**src/include/bp_params.svh**
```systemverilog
`ifndef BP_PARAMS_SVH
`define BP_PARAMS_SVH

// Width of a branch address.
`define BP_PC_WIDTH 32

// Table index width, also the length of the global history.
`define BP_INDEX_WIDTH 4

// Width of a scoreboard hit count.
`define BP_STAT_WIDTH 5

// Number of outcomes kept in a miss trend.
`define BP_TREND_WIDTH 4

`define BP_MISS_COUNT_WIDTH 16

// Every direction counter starts weakly not taken.
`define BP_COUNTER_RESET 2'b01

`endif
```
**src/verilog/bp_pkg.sv**
```systemverilog
`include "bp_params.svh"

package bp_pkg;

  typedef logic [`BP_PC_WIDTH-1:0] pc_t;

  // Also carries the global history register.
  typedef logic [`BP_INDEX_WIDTH-1:0] table_index_t;

  typedef logic [1:0] counter2_t;

  typedef logic [`BP_STAT_WIDTH-1:0] stat_count_t;

  // One bit wider so that two hit counts add without overflow.
  typedef logic [`BP_STAT_WIDTH:0] stat_sum_t;

  // Bit 0 is the newest outcome, a 1 marks a miss.
  typedef logic [`BP_TREND_WIDTH-1:0] trend_t;

  typedef logic [`BP_MISS_COUNT_WIDTH-1:0] miss_count_t;

endpackage

```
**src/verilog/bp_top.sv**
```systemverilog
`timescale 1ns/1ns
`include "bp_params.svh"

module bp_top (
  input  logic                clk,
  input  logic                rst_n,
  input  logic                lookup_valid,
  input  bp_pkg::pc_t         lookup_pc,
  input  logic                lookup_backward,
  input  logic                update_valid,
  input  bp_pkg::pc_t         update_pc,
  input  logic                update_backward,
  input  logic                update_taken,
  output logic                pred_valid,
  output logic                pred_taken,
  output bp_pkg::miss_count_t miss_count
);

  logic                 lk_valid;
  bp_pkg::pc_t          lk_pc;
  logic                 lk_backward;
  logic                 up_valid;
  bp_pkg::pc_t          up_pc;
  logic                 up_backward;
  logic                 up_taken;
  bp_pkg::table_index_t ghr;
  bp_pkg::table_index_t lk_local_index;
  bp_pkg::table_index_t lk_global_index;
  bp_pkg::table_index_t up_local_index;
  bp_pkg::table_index_t up_global_index;
  logic                 lhp_lookup;
  logic                 lhp_update;
  logic                 ghp_lookup;
  logic                 ghp_update;
  bp_pkg::trend_t       sp_trend;
  bp_pkg::trend_t       lhp_trend;
  bp_pkg::trend_t       ghp_trend;
  bp_pkg::stat_count_t  sp_stat_count;
  bp_pkg::stat_count_t  lhp_stat_count;
  bp_pkg::stat_count_t  ghp_stat_count;
  logic                 lookup_result;
  logic                 update_result;

  bp_request_stage i_request (
    .clk, .rst_n,
    .lookup_valid, .lookup_pc, .lookup_backward,
    .update_valid, .update_pc, .update_backward, .update_taken,
    .lk_valid, .lk_pc, .lk_backward,
    .up_valid, .up_pc, .up_backward, .up_taken,
    .ghr
  );

  // Word address bits above the byte offset select the entry.
  assign lk_local_index  = lk_pc[`BP_INDEX_WIDTH+1:2];
  assign lk_global_index = lk_pc[`BP_INDEX_WIDTH+1:2] ^ ghr;
  assign up_local_index  = up_pc[`BP_INDEX_WIDTH+1:2];
  assign up_global_index = up_pc[`BP_INDEX_WIDTH+1:2] ^ ghr;

  pattern_table local_table (
    .clk, .rst_n,
    .lookup_index(lk_local_index), .update_index(up_local_index),
    .train(up_valid), .taken(up_taken),
    .lookup_taken(lhp_lookup), .update_taken_guess(lhp_update)
  );

  pattern_table global_table (
    .clk, .rst_n,
    .lookup_index(lk_global_index), .update_index(up_global_index),
    .train(up_valid), .taken(up_taken),
    .lookup_taken(ghp_lookup), .update_taken_guess(ghp_update)
  );

  // The static guess is the backward bit itself.
  predictor_scoreboard sp_score (
    .clk, .rst_n, .record(up_valid), .hit(up_backward == up_taken),
    .trend(sp_trend), .stat_count(sp_stat_count)
  );

  predictor_scoreboard lhp_score (
    .clk, .rst_n, .record(up_valid), .hit(lhp_update == up_taken),
    .trend(lhp_trend), .stat_count(lhp_stat_count)
  );

  predictor_scoreboard ghp_score (
    .clk, .rst_n, .record(up_valid), .hit(ghp_update == up_taken),
    .trend(ghp_trend), .stat_count(ghp_stat_count)
  );

  prediction_arbiter arb_lookup (
    .sp_prediction(lk_backward), .lhp_prediction(lhp_lookup), .ghp_prediction(ghp_lookup),
    .sp_trend, .lhp_trend, .ghp_trend,
    .sp_stat_count, .lhp_stat_count, .ghp_stat_count,
    .prediction_result(lookup_result)
  );

  prediction_arbiter arb_update (
    .sp_prediction(up_backward), .lhp_prediction(lhp_update), .ghp_prediction(ghp_update),
    .sp_trend, .lhp_trend, .ghp_trend,
    .sp_stat_count, .lhp_stat_count, .ghp_stat_count,
    .prediction_result(update_result)
  );

  bp_result_stage i_result (
    .clk, .rst_n,
    .lk_valid, .lookup_result,
    .up_valid, .update_result, .up_taken,
    .pred_valid, .pred_taken, .miss_count
  );

endmodule

```
**src/verilog/bp_result_stage.sv**
```systemverilog
`timescale 1ns/1ns

module bp_result_stage (
  input  logic                clk,
  input  logic                rst_n,
  input  logic                lk_valid,
  input  logic                lookup_result,
  input  logic                up_valid,
  input  logic                update_result,
  input  logic                up_taken,
  output logic                pred_valid,
  output logic                pred_taken,
  output bp_pkg::miss_count_t miss_count
);

  localparam bp_pkg::miss_count_t MISS_MAX = '1;
  localparam bp_pkg::miss_count_t MISS_ONE = bp_pkg::miss_count_t'(1);

  logic mispredict;

  always_ff @(posedge clk) begin
    if (!rst_n) begin
      pred_valid <= 1'b0;
      pred_taken <= 1'b0;
    end else begin
      pred_valid <= lk_valid;
      if (lk_valid) pred_taken <= lookup_result; // Holds between lookups.
    end
  end

  assign mispredict = up_valid && (update_result != up_taken);

  // Counts arbitrated mispredictions and sticks at the top.
  always_ff @(posedge clk) begin
    if (!rst_n) begin
      miss_count <= '0;
    end else if (mispredict && miss_count != MISS_MAX) begin
      miss_count <= miss_count + MISS_ONE;
    end
  end

endmodule

```
**src/verilog/prediction_arbiter.sv**
```systemverilog
`timescale 1ns/1ns
`include "bp_params.svh"

module prediction_arbiter (
  input  logic                sp_prediction,
  input  logic                lhp_prediction,
  input  logic                ghp_prediction,
  input  bp_pkg::trend_t      sp_trend,
  input  bp_pkg::trend_t      lhp_trend,
  input  bp_pkg::trend_t      ghp_trend,
  input  bp_pkg::stat_count_t sp_stat_count,
  input  bp_pkg::stat_count_t lhp_stat_count,
  input  bp_pkg::stat_count_t ghp_stat_count,
  output logic                prediction_result
);

  bp_pkg::stat_count_t sp_corrected;
  bp_pkg::stat_count_t lhp_corrected;
  bp_pkg::stat_count_t ghp_corrected;
  logic                sp_lhp_conflict;
  logic                sp_ghp_conflict;
  logic                no_conflict;
  logic                sp_only;
  logic                lhp_only;
  logic                ghp_only;
  bp_pkg::stat_count_t lone_count;
  bp_pkg::trend_t      lone_trend;
  logic                lone_guess;
  bp_pkg::stat_count_t pair_a;
  bp_pkg::stat_count_t pair_b;
  bp_pkg::stat_sum_t   pair_sum;
  bp_pkg::stat_sum_t   lone_sum;
  logic                lone_clean;
  logic                lone_wins;

  // A predictor that just missed carries no weight.
  assign sp_corrected  = sp_trend[0]  ? '0 : sp_stat_count;
  assign lhp_corrected = lhp_trend[0] ? '0 : lhp_stat_count;
  assign ghp_corrected = ghp_trend[0] ? '0 : ghp_stat_count;

  // With three one-bit guesses at most one can stand alone.
  assign sp_lhp_conflict = sp_prediction ^ lhp_prediction;
  assign sp_ghp_conflict = sp_prediction ^ ghp_prediction;
  assign no_conflict     = !sp_lhp_conflict && !sp_ghp_conflict;
  assign sp_only         = sp_lhp_conflict && sp_ghp_conflict;
  assign lhp_only        = sp_lhp_conflict && !sp_ghp_conflict;
  assign ghp_only        = !sp_lhp_conflict && sp_ghp_conflict;

  // One-hot pick of the lone predictor's count, trend and guess.
  assign lone_count = ({`BP_STAT_WIDTH{sp_only}}  & sp_corrected)
                    | ({`BP_STAT_WIDTH{lhp_only}} & lhp_corrected)
                    | ({`BP_STAT_WIDTH{ghp_only}} & ghp_corrected);
  assign lone_trend = ({`BP_TREND_WIDTH{sp_only}}  & sp_trend)
                    | ({`BP_TREND_WIDTH{lhp_only}} & lhp_trend)
                    | ({`BP_TREND_WIDTH{ghp_only}} & ghp_trend);
  assign lone_guess = (sp_only & sp_prediction)
                    | (lhp_only & lhp_prediction)
                    | (ghp_only & ghp_prediction);

  // The two agreeing predictors.
  assign pair_a   = sp_lhp_conflict ? ghp_corrected : sp_corrected;
  assign pair_b   = sp_ghp_conflict ? lhp_corrected : sp_corrected;
  assign pair_sum = bp_pkg::stat_sum_t'(pair_a) + bp_pkg::stat_sum_t'(pair_b);
  assign lone_sum = bp_pkg::stat_sum_t'(lone_count);

  // On a tie the lone guess needs no misses in the two oldest outcomes.
  assign lone_clean = !lone_trend[`BP_TREND_WIDTH-1] && !lone_trend[`BP_TREND_WIDTH-2];
  assign lone_wins  = (lone_sum > pair_sum) || (lone_sum == pair_sum && lone_clean);

  assign prediction_result = no_conflict ? sp_prediction :
                             lone_wins   ? lone_guess    : ~lone_guess;

endmodule

```
**src/verilog/predictor_scoreboard.sv**
```systemverilog
`timescale 1ns/1ns
`include "bp_params.svh"

module predictor_scoreboard (
  input  logic                clk,
  input  logic                rst_n,
  input  logic                record,
  input  logic                hit,
  output bp_pkg::trend_t      trend,
  output bp_pkg::stat_count_t stat_count
);

  localparam bp_pkg::stat_count_t STAT_MAX = '1;
  localparam bp_pkg::stat_count_t STAT_ONE = bp_pkg::stat_count_t'(1);

  always_ff @(posedge clk) begin
    if (!rst_n) begin
      trend <= '0;
    end else if (record) begin
      trend <= {trend[`BP_TREND_WIDTH-2:0], ~hit}; // A miss shifts in a 1.
    end
  end

  // Hit count rises on hits and falls on misses, held between 0 and the top.
  always_ff @(posedge clk) begin
    if (!rst_n) begin
      stat_count <= '0;
    end else if (record) begin
      if (hit && stat_count != STAT_MAX) begin
        stat_count <= stat_count + STAT_ONE;
      end else if (!hit && stat_count != '0) begin
        stat_count <= stat_count - STAT_ONE;
      end
    end
  end

endmodule

```
**src/verilog/pattern_table.sv**
```systemverilog
`timescale 1ns/1ns
`include "bp_params.svh"

module pattern_table (
  input  logic                 clk,
  input  logic                 rst_n,
  input  bp_pkg::table_index_t lookup_index,
  input  bp_pkg::table_index_t update_index,
  input  logic                 train,
  input  logic                 taken,
  output logic                 lookup_taken,
  output logic                 update_taken_guess
);

  localparam int DEPTH = 1 << `BP_INDEX_WIDTH;

  bp_pkg::counter2_t counters [DEPTH];
  bp_pkg::counter2_t entry;

  assign entry = counters[update_index];

  // Saturating 2-bit counters, trained one entry at a time.
  always_ff @(posedge clk) begin
    if (!rst_n) begin
      for (int i = 0; i < DEPTH; i++) begin
        counters[i] <= `BP_COUNTER_RESET;
      end
    end else if (train) begin
      if (taken && entry != 2'b11) begin
        counters[update_index] <= entry + 2'b01;
      end else if (!taken && entry != 2'b00) begin
        counters[update_index] <= entry - 2'b01;
      end
    end
  end

  // The MSB of a counter is its direction.
  assign lookup_taken       = counters[lookup_index][1];
  assign update_taken_guess = entry[1]; // Read before the write at the next edge.

endmodule

```
**src/verilog/bp_request_stage.sv**
```systemverilog
`timescale 1ns/1ns

module bp_request_stage (
  input  logic                 clk,
  input  logic                 rst_n,
  input  logic                 lookup_valid,
  input  bp_pkg::pc_t          lookup_pc,
  input  logic                 lookup_backward,
  input  logic                 update_valid,
  input  bp_pkg::pc_t          update_pc,
  input  logic                 update_backward,
  input  logic                 update_taken,
  output logic                 lk_valid,
  output bp_pkg::pc_t          lk_pc,
  output logic                 lk_backward,
  output logic                 up_valid,
  output bp_pkg::pc_t          up_pc,
  output logic                 up_backward,
  output logic                 up_taken,
  output bp_pkg::table_index_t ghr
);

  // Request strobes.
  always_ff @(posedge clk) begin
    if (!rst_n) begin
      lk_valid <= 1'b0;
      up_valid <= 1'b0;
    end else begin
      lk_valid <= lookup_valid;
      up_valid <= update_valid;
    end
  end

  // Lookup payload is only looked at while lk_valid is high.
  always_ff @(posedge clk) begin
    if (lookup_valid) begin
      lk_pc       <= lookup_pc;
      lk_backward <= lookup_backward;
    end
  end

  always_ff @(posedge clk) begin
    if (update_valid) begin
      up_pc       <= update_pc;
      up_backward <= update_backward;
      up_taken    <= update_taken;
    end
  end

  // The history moves one cycle after the update is registered, so the
  // indexes of that update and of any lookup beside it see the old value.
  always_ff @(posedge clk) begin
    if (!rst_n) begin
      ghr <= '0;
    end else if (up_valid) begin
      ghr <= {ghr[$bits(ghr)-2:0], up_taken}; // Newest outcome in bit 0.
    end
  end

endmodule

```
**config.mk**
```make
export PLATFORM = sky130hd
export DESIGN_NAME = bp_top
export DESIGN_NICKNAME = d
export VERILOG_FILES = /design/src/verilog/bp_pkg.sv /design/src/verilog/bp_top.sv /design/src/verilog/bp_result_stage.sv /design/src/verilog/prediction_arbiter.sv /design/src/verilog/predictor_scoreboard.sv /design/src/verilog/pattern_table.sv /design/src/verilog/bp_request_stage.sv
export VERILOG_INCLUDE_DIRS = /design/src /design/src/include
export SDC_FILE = /design/constraint.sdc
export NUM_CORES = 1
export LEC_CHECK = 0
export ABC_AREA = 1
export BUFFER_PORTS_ARGS = -buffer_cell sky130_fd_sc_hd__buf_2
export CAP_MARGIN = 25
export CORE_ASPECT_RATIO = 0.75
export CORE_MARGIN = 3
export CORE_UTILIZATION = 54
export DETAILED_ROUTE_END_ITERATION = 12
export GPL_ROUTABILITY_DRIVEN = 0
export PLACE_DENSITY_LB_ADDON = 0.3
export RECOVER_POWER = 50
export SYNTH_ARGS = -nofsm -noshare
export SYNTH_HDL_FRONTEND = slang
export SYNTH_HIERARCHICAL = 1
export SYNTH_SLANG_ARGS = --single-unit
```
**constraint.sdc**
```tcl
create_clock -name clk -period 4.95 [get_ports clk]
set_input_delay 0.2475 -clock clk [delete_from_list [all_inputs] [get_ports clk]]
set_output_delay 0.2475 -clock clk [all_outputs]
set_load 0.03 [all_outputs]
```
==> results.ini <==
[grt]
grt_pass1_wl_mm=36.2
grt_max_degree=51
grt_overflow=0
antenna_found_initial=0
grt_pass1_vias=7692
grt_use_total=0.236

[final_layout]
area_delta_synth_final_pct=12.1
nets=1444
instances_no_fill=1564
num_antenna_cells=0
fillers=1476
drive_gt1_frac=0.187
fin_util=0.631
final_cell_area_um2=10400

[floorplanning]
io_pins=89
fp-row-count=40
dieArea_um2=18800
core_um2=16400
die_y_um=119
die_w_um=157
start_util=0.564

[timing]
drv_slew=0
skew_ns=0.00887
tightest_slew_ns=1.09
final-hold-violation-count=0
max_slew_margin=0.271
fin_setup_tns_ns=0
period_share=0.927
fmax_mhz=218
setup_viol=0
min_period_ns=4.59

[placed_design]
place_inst=1506
placed_cell_area_um2=9560
dp_hpwl_mm=15.0
io_buffers=32

[clock_tree]
htree_levels=4
clkTransAtPathRegs_ns=0.06
cts_max_path_buffers=2
clk_latency_ns=0.43
cts-root-buf=clkbuf_16
cts.sink_count=126
cts_buffers=17
cts_tree=done

[drt]
initialDrtViolationCount=722
drcViolationCount=0
via_per_inst=5.31
drt-total-wl_mm=21.4
wire_per_inst_um=13.7
vias=8307
drt_first_pass_iters=5
drtAntennaViolNets=0

[worst_setup_path]
worst_setup_path_start_kind=flop
cpMaxStageDelayCell=edfxtp_1
critPathArrivalTime_ns=4.91
max_stage_delay_ns=0.43
setup.worst_path.end_class=flop
r2r_setup_slack_ns=0.36
crit_fanout=8
critical_path.most_common_cell=nand2_1
path_class=flop to flop
required_ns=5.27

[yosys]
syn_area_um2=9250
syn_area_per_cell_um2=7.24
syn_inst=1278
yosysWarnings=6
syn-num-nets=1381

[min_path]
hold_path_class=input pin to flop

[flow_run]
cap_violations=0

[pwr]
p_leak_uw=0.00466
p_per_area_nw_per_um2=336
finalPower_uw=3480
ir_worst_vdd_mv=0.235

[outcome]
outcome=complete, no violations

report_power, final:
part           internal, uW  total (uW)  switching, uW
clock                   702        1150            452
combinational           375        1090            712
sequential             1160        1240           79.5
layer usage:
metal | GRT usage | share of wire | up-vias
li1 | - | - | 4245
met1 | 0.340 | 0.47 | 3760
met2 | 0.362 | 0.44 | 276
met3 | 0.0450 | 0.074 | 26
met4 | 0.0629 | 0.014 | 0
met5 | 0 | 0 | -
sequential cells by signal (all words and copies together) (netlist names), 4 cells and up:
signal and flops:
sp_score/stat_count 5, lhp_score/stat_count 5, sp_score/trend 4, i_request/lk_pc 4
i_result/miss_count 16, i_request/up_pc 4, ghp_score/stat_count 5, lhp_score/trend 4
ghp_score/trend 4, local_table/counters 32, i_request/ghr 4, global_table/counters 32
cells in the final DEF (no fill, tap or decap), types with 5 or more instances in the layout:
cell type and n:
clkbuf_8 5, a21oi_1 38, clkbuf_16 18, inv_1 128, mux2i_1 8, ha_1 28, or2_2 6, xor2_1 11
nor2_4 8, clkbuf_1 28, o21ai_1 9, nand2_4 11, o21ai_0 54, nand2_2 66, inv_2 21, edfxtp_1 75
nor2_2 34, nor2_1 129, buf_2 10, nand3_2 13, o211ai_1 14, nand4_1 10, nand2_1 382, buf_4 21
xnor2_1 6, dfxtp_1 51, nand3_1 98, dlygate4sd3_1 10
worst max-delay path, delay by kind of cell (launching register included):
| kind | cells | cell delay, ns |
|---|---|---|
| buffers and inverters | 7 | 0.62 |
| DFF | 1 | 0.43 |
| and+or+nand+nor | 28 | 2.30 |
| xor gates and xnor gates | 1 | 0.17 |
| adders and majority gates | 2 | 0.60 |
| AOI/OAI and AO/OA | 3 | 0.35 |
stage by stage:
stage | setup slack (ns) | hold slack, ns
floorplan | 0.540 | 0.341
global placement | 0.149 | 0.426
detailed placement | 0.0208 | 0.426
CTS | 0.0183 | 0.00102
global route | -0.0463 | 0.00914
finish | 0.361 | 0.0102
what timing repair did:
item / in CTS / in global routing
hold buffers: 10 / 0
cloned: 0 / 1
resized for setup: 1 / 33
setup buffers: 0 / 15
pin swaps: 0 / 12
setup endpoints to repair: 2 / 17
hold endpoints to repair: 10 / 0
layout make-up:
| type | instances | area (um2) | share of cell area |
|---|---|---|---|
| clock buffers | 26 | 509 | 0.0491 |
| clock inverters | 6 | 33.8 | 0.00326 |
| flip-flops and latches | 126 | 3270 | 0.316 |
| inverters | 158 | 628 | 0.0606 |
| well taps | 210 | 263 | 0.0253 |
| repair buffers | 72 | 504 | 0.0486 |
| multi-input cells | 966 | 5150 | 0.497 |
worst paths after layout:
path | from | end | cells past startpoint
worst max-delay path | i_request/up_pc[2] | i_result/miss_count[10] | 41
worst min-delay path | update_taken | i_request/up_taken | 1
worst max register to register | i_request/up_pc[2] | i_result/miss_count[10] | 41
worst min register to register | i_request/lk_valid | i_result/pred_valid | 2
No activity file was read; power rests on OpenSTA's default activity.
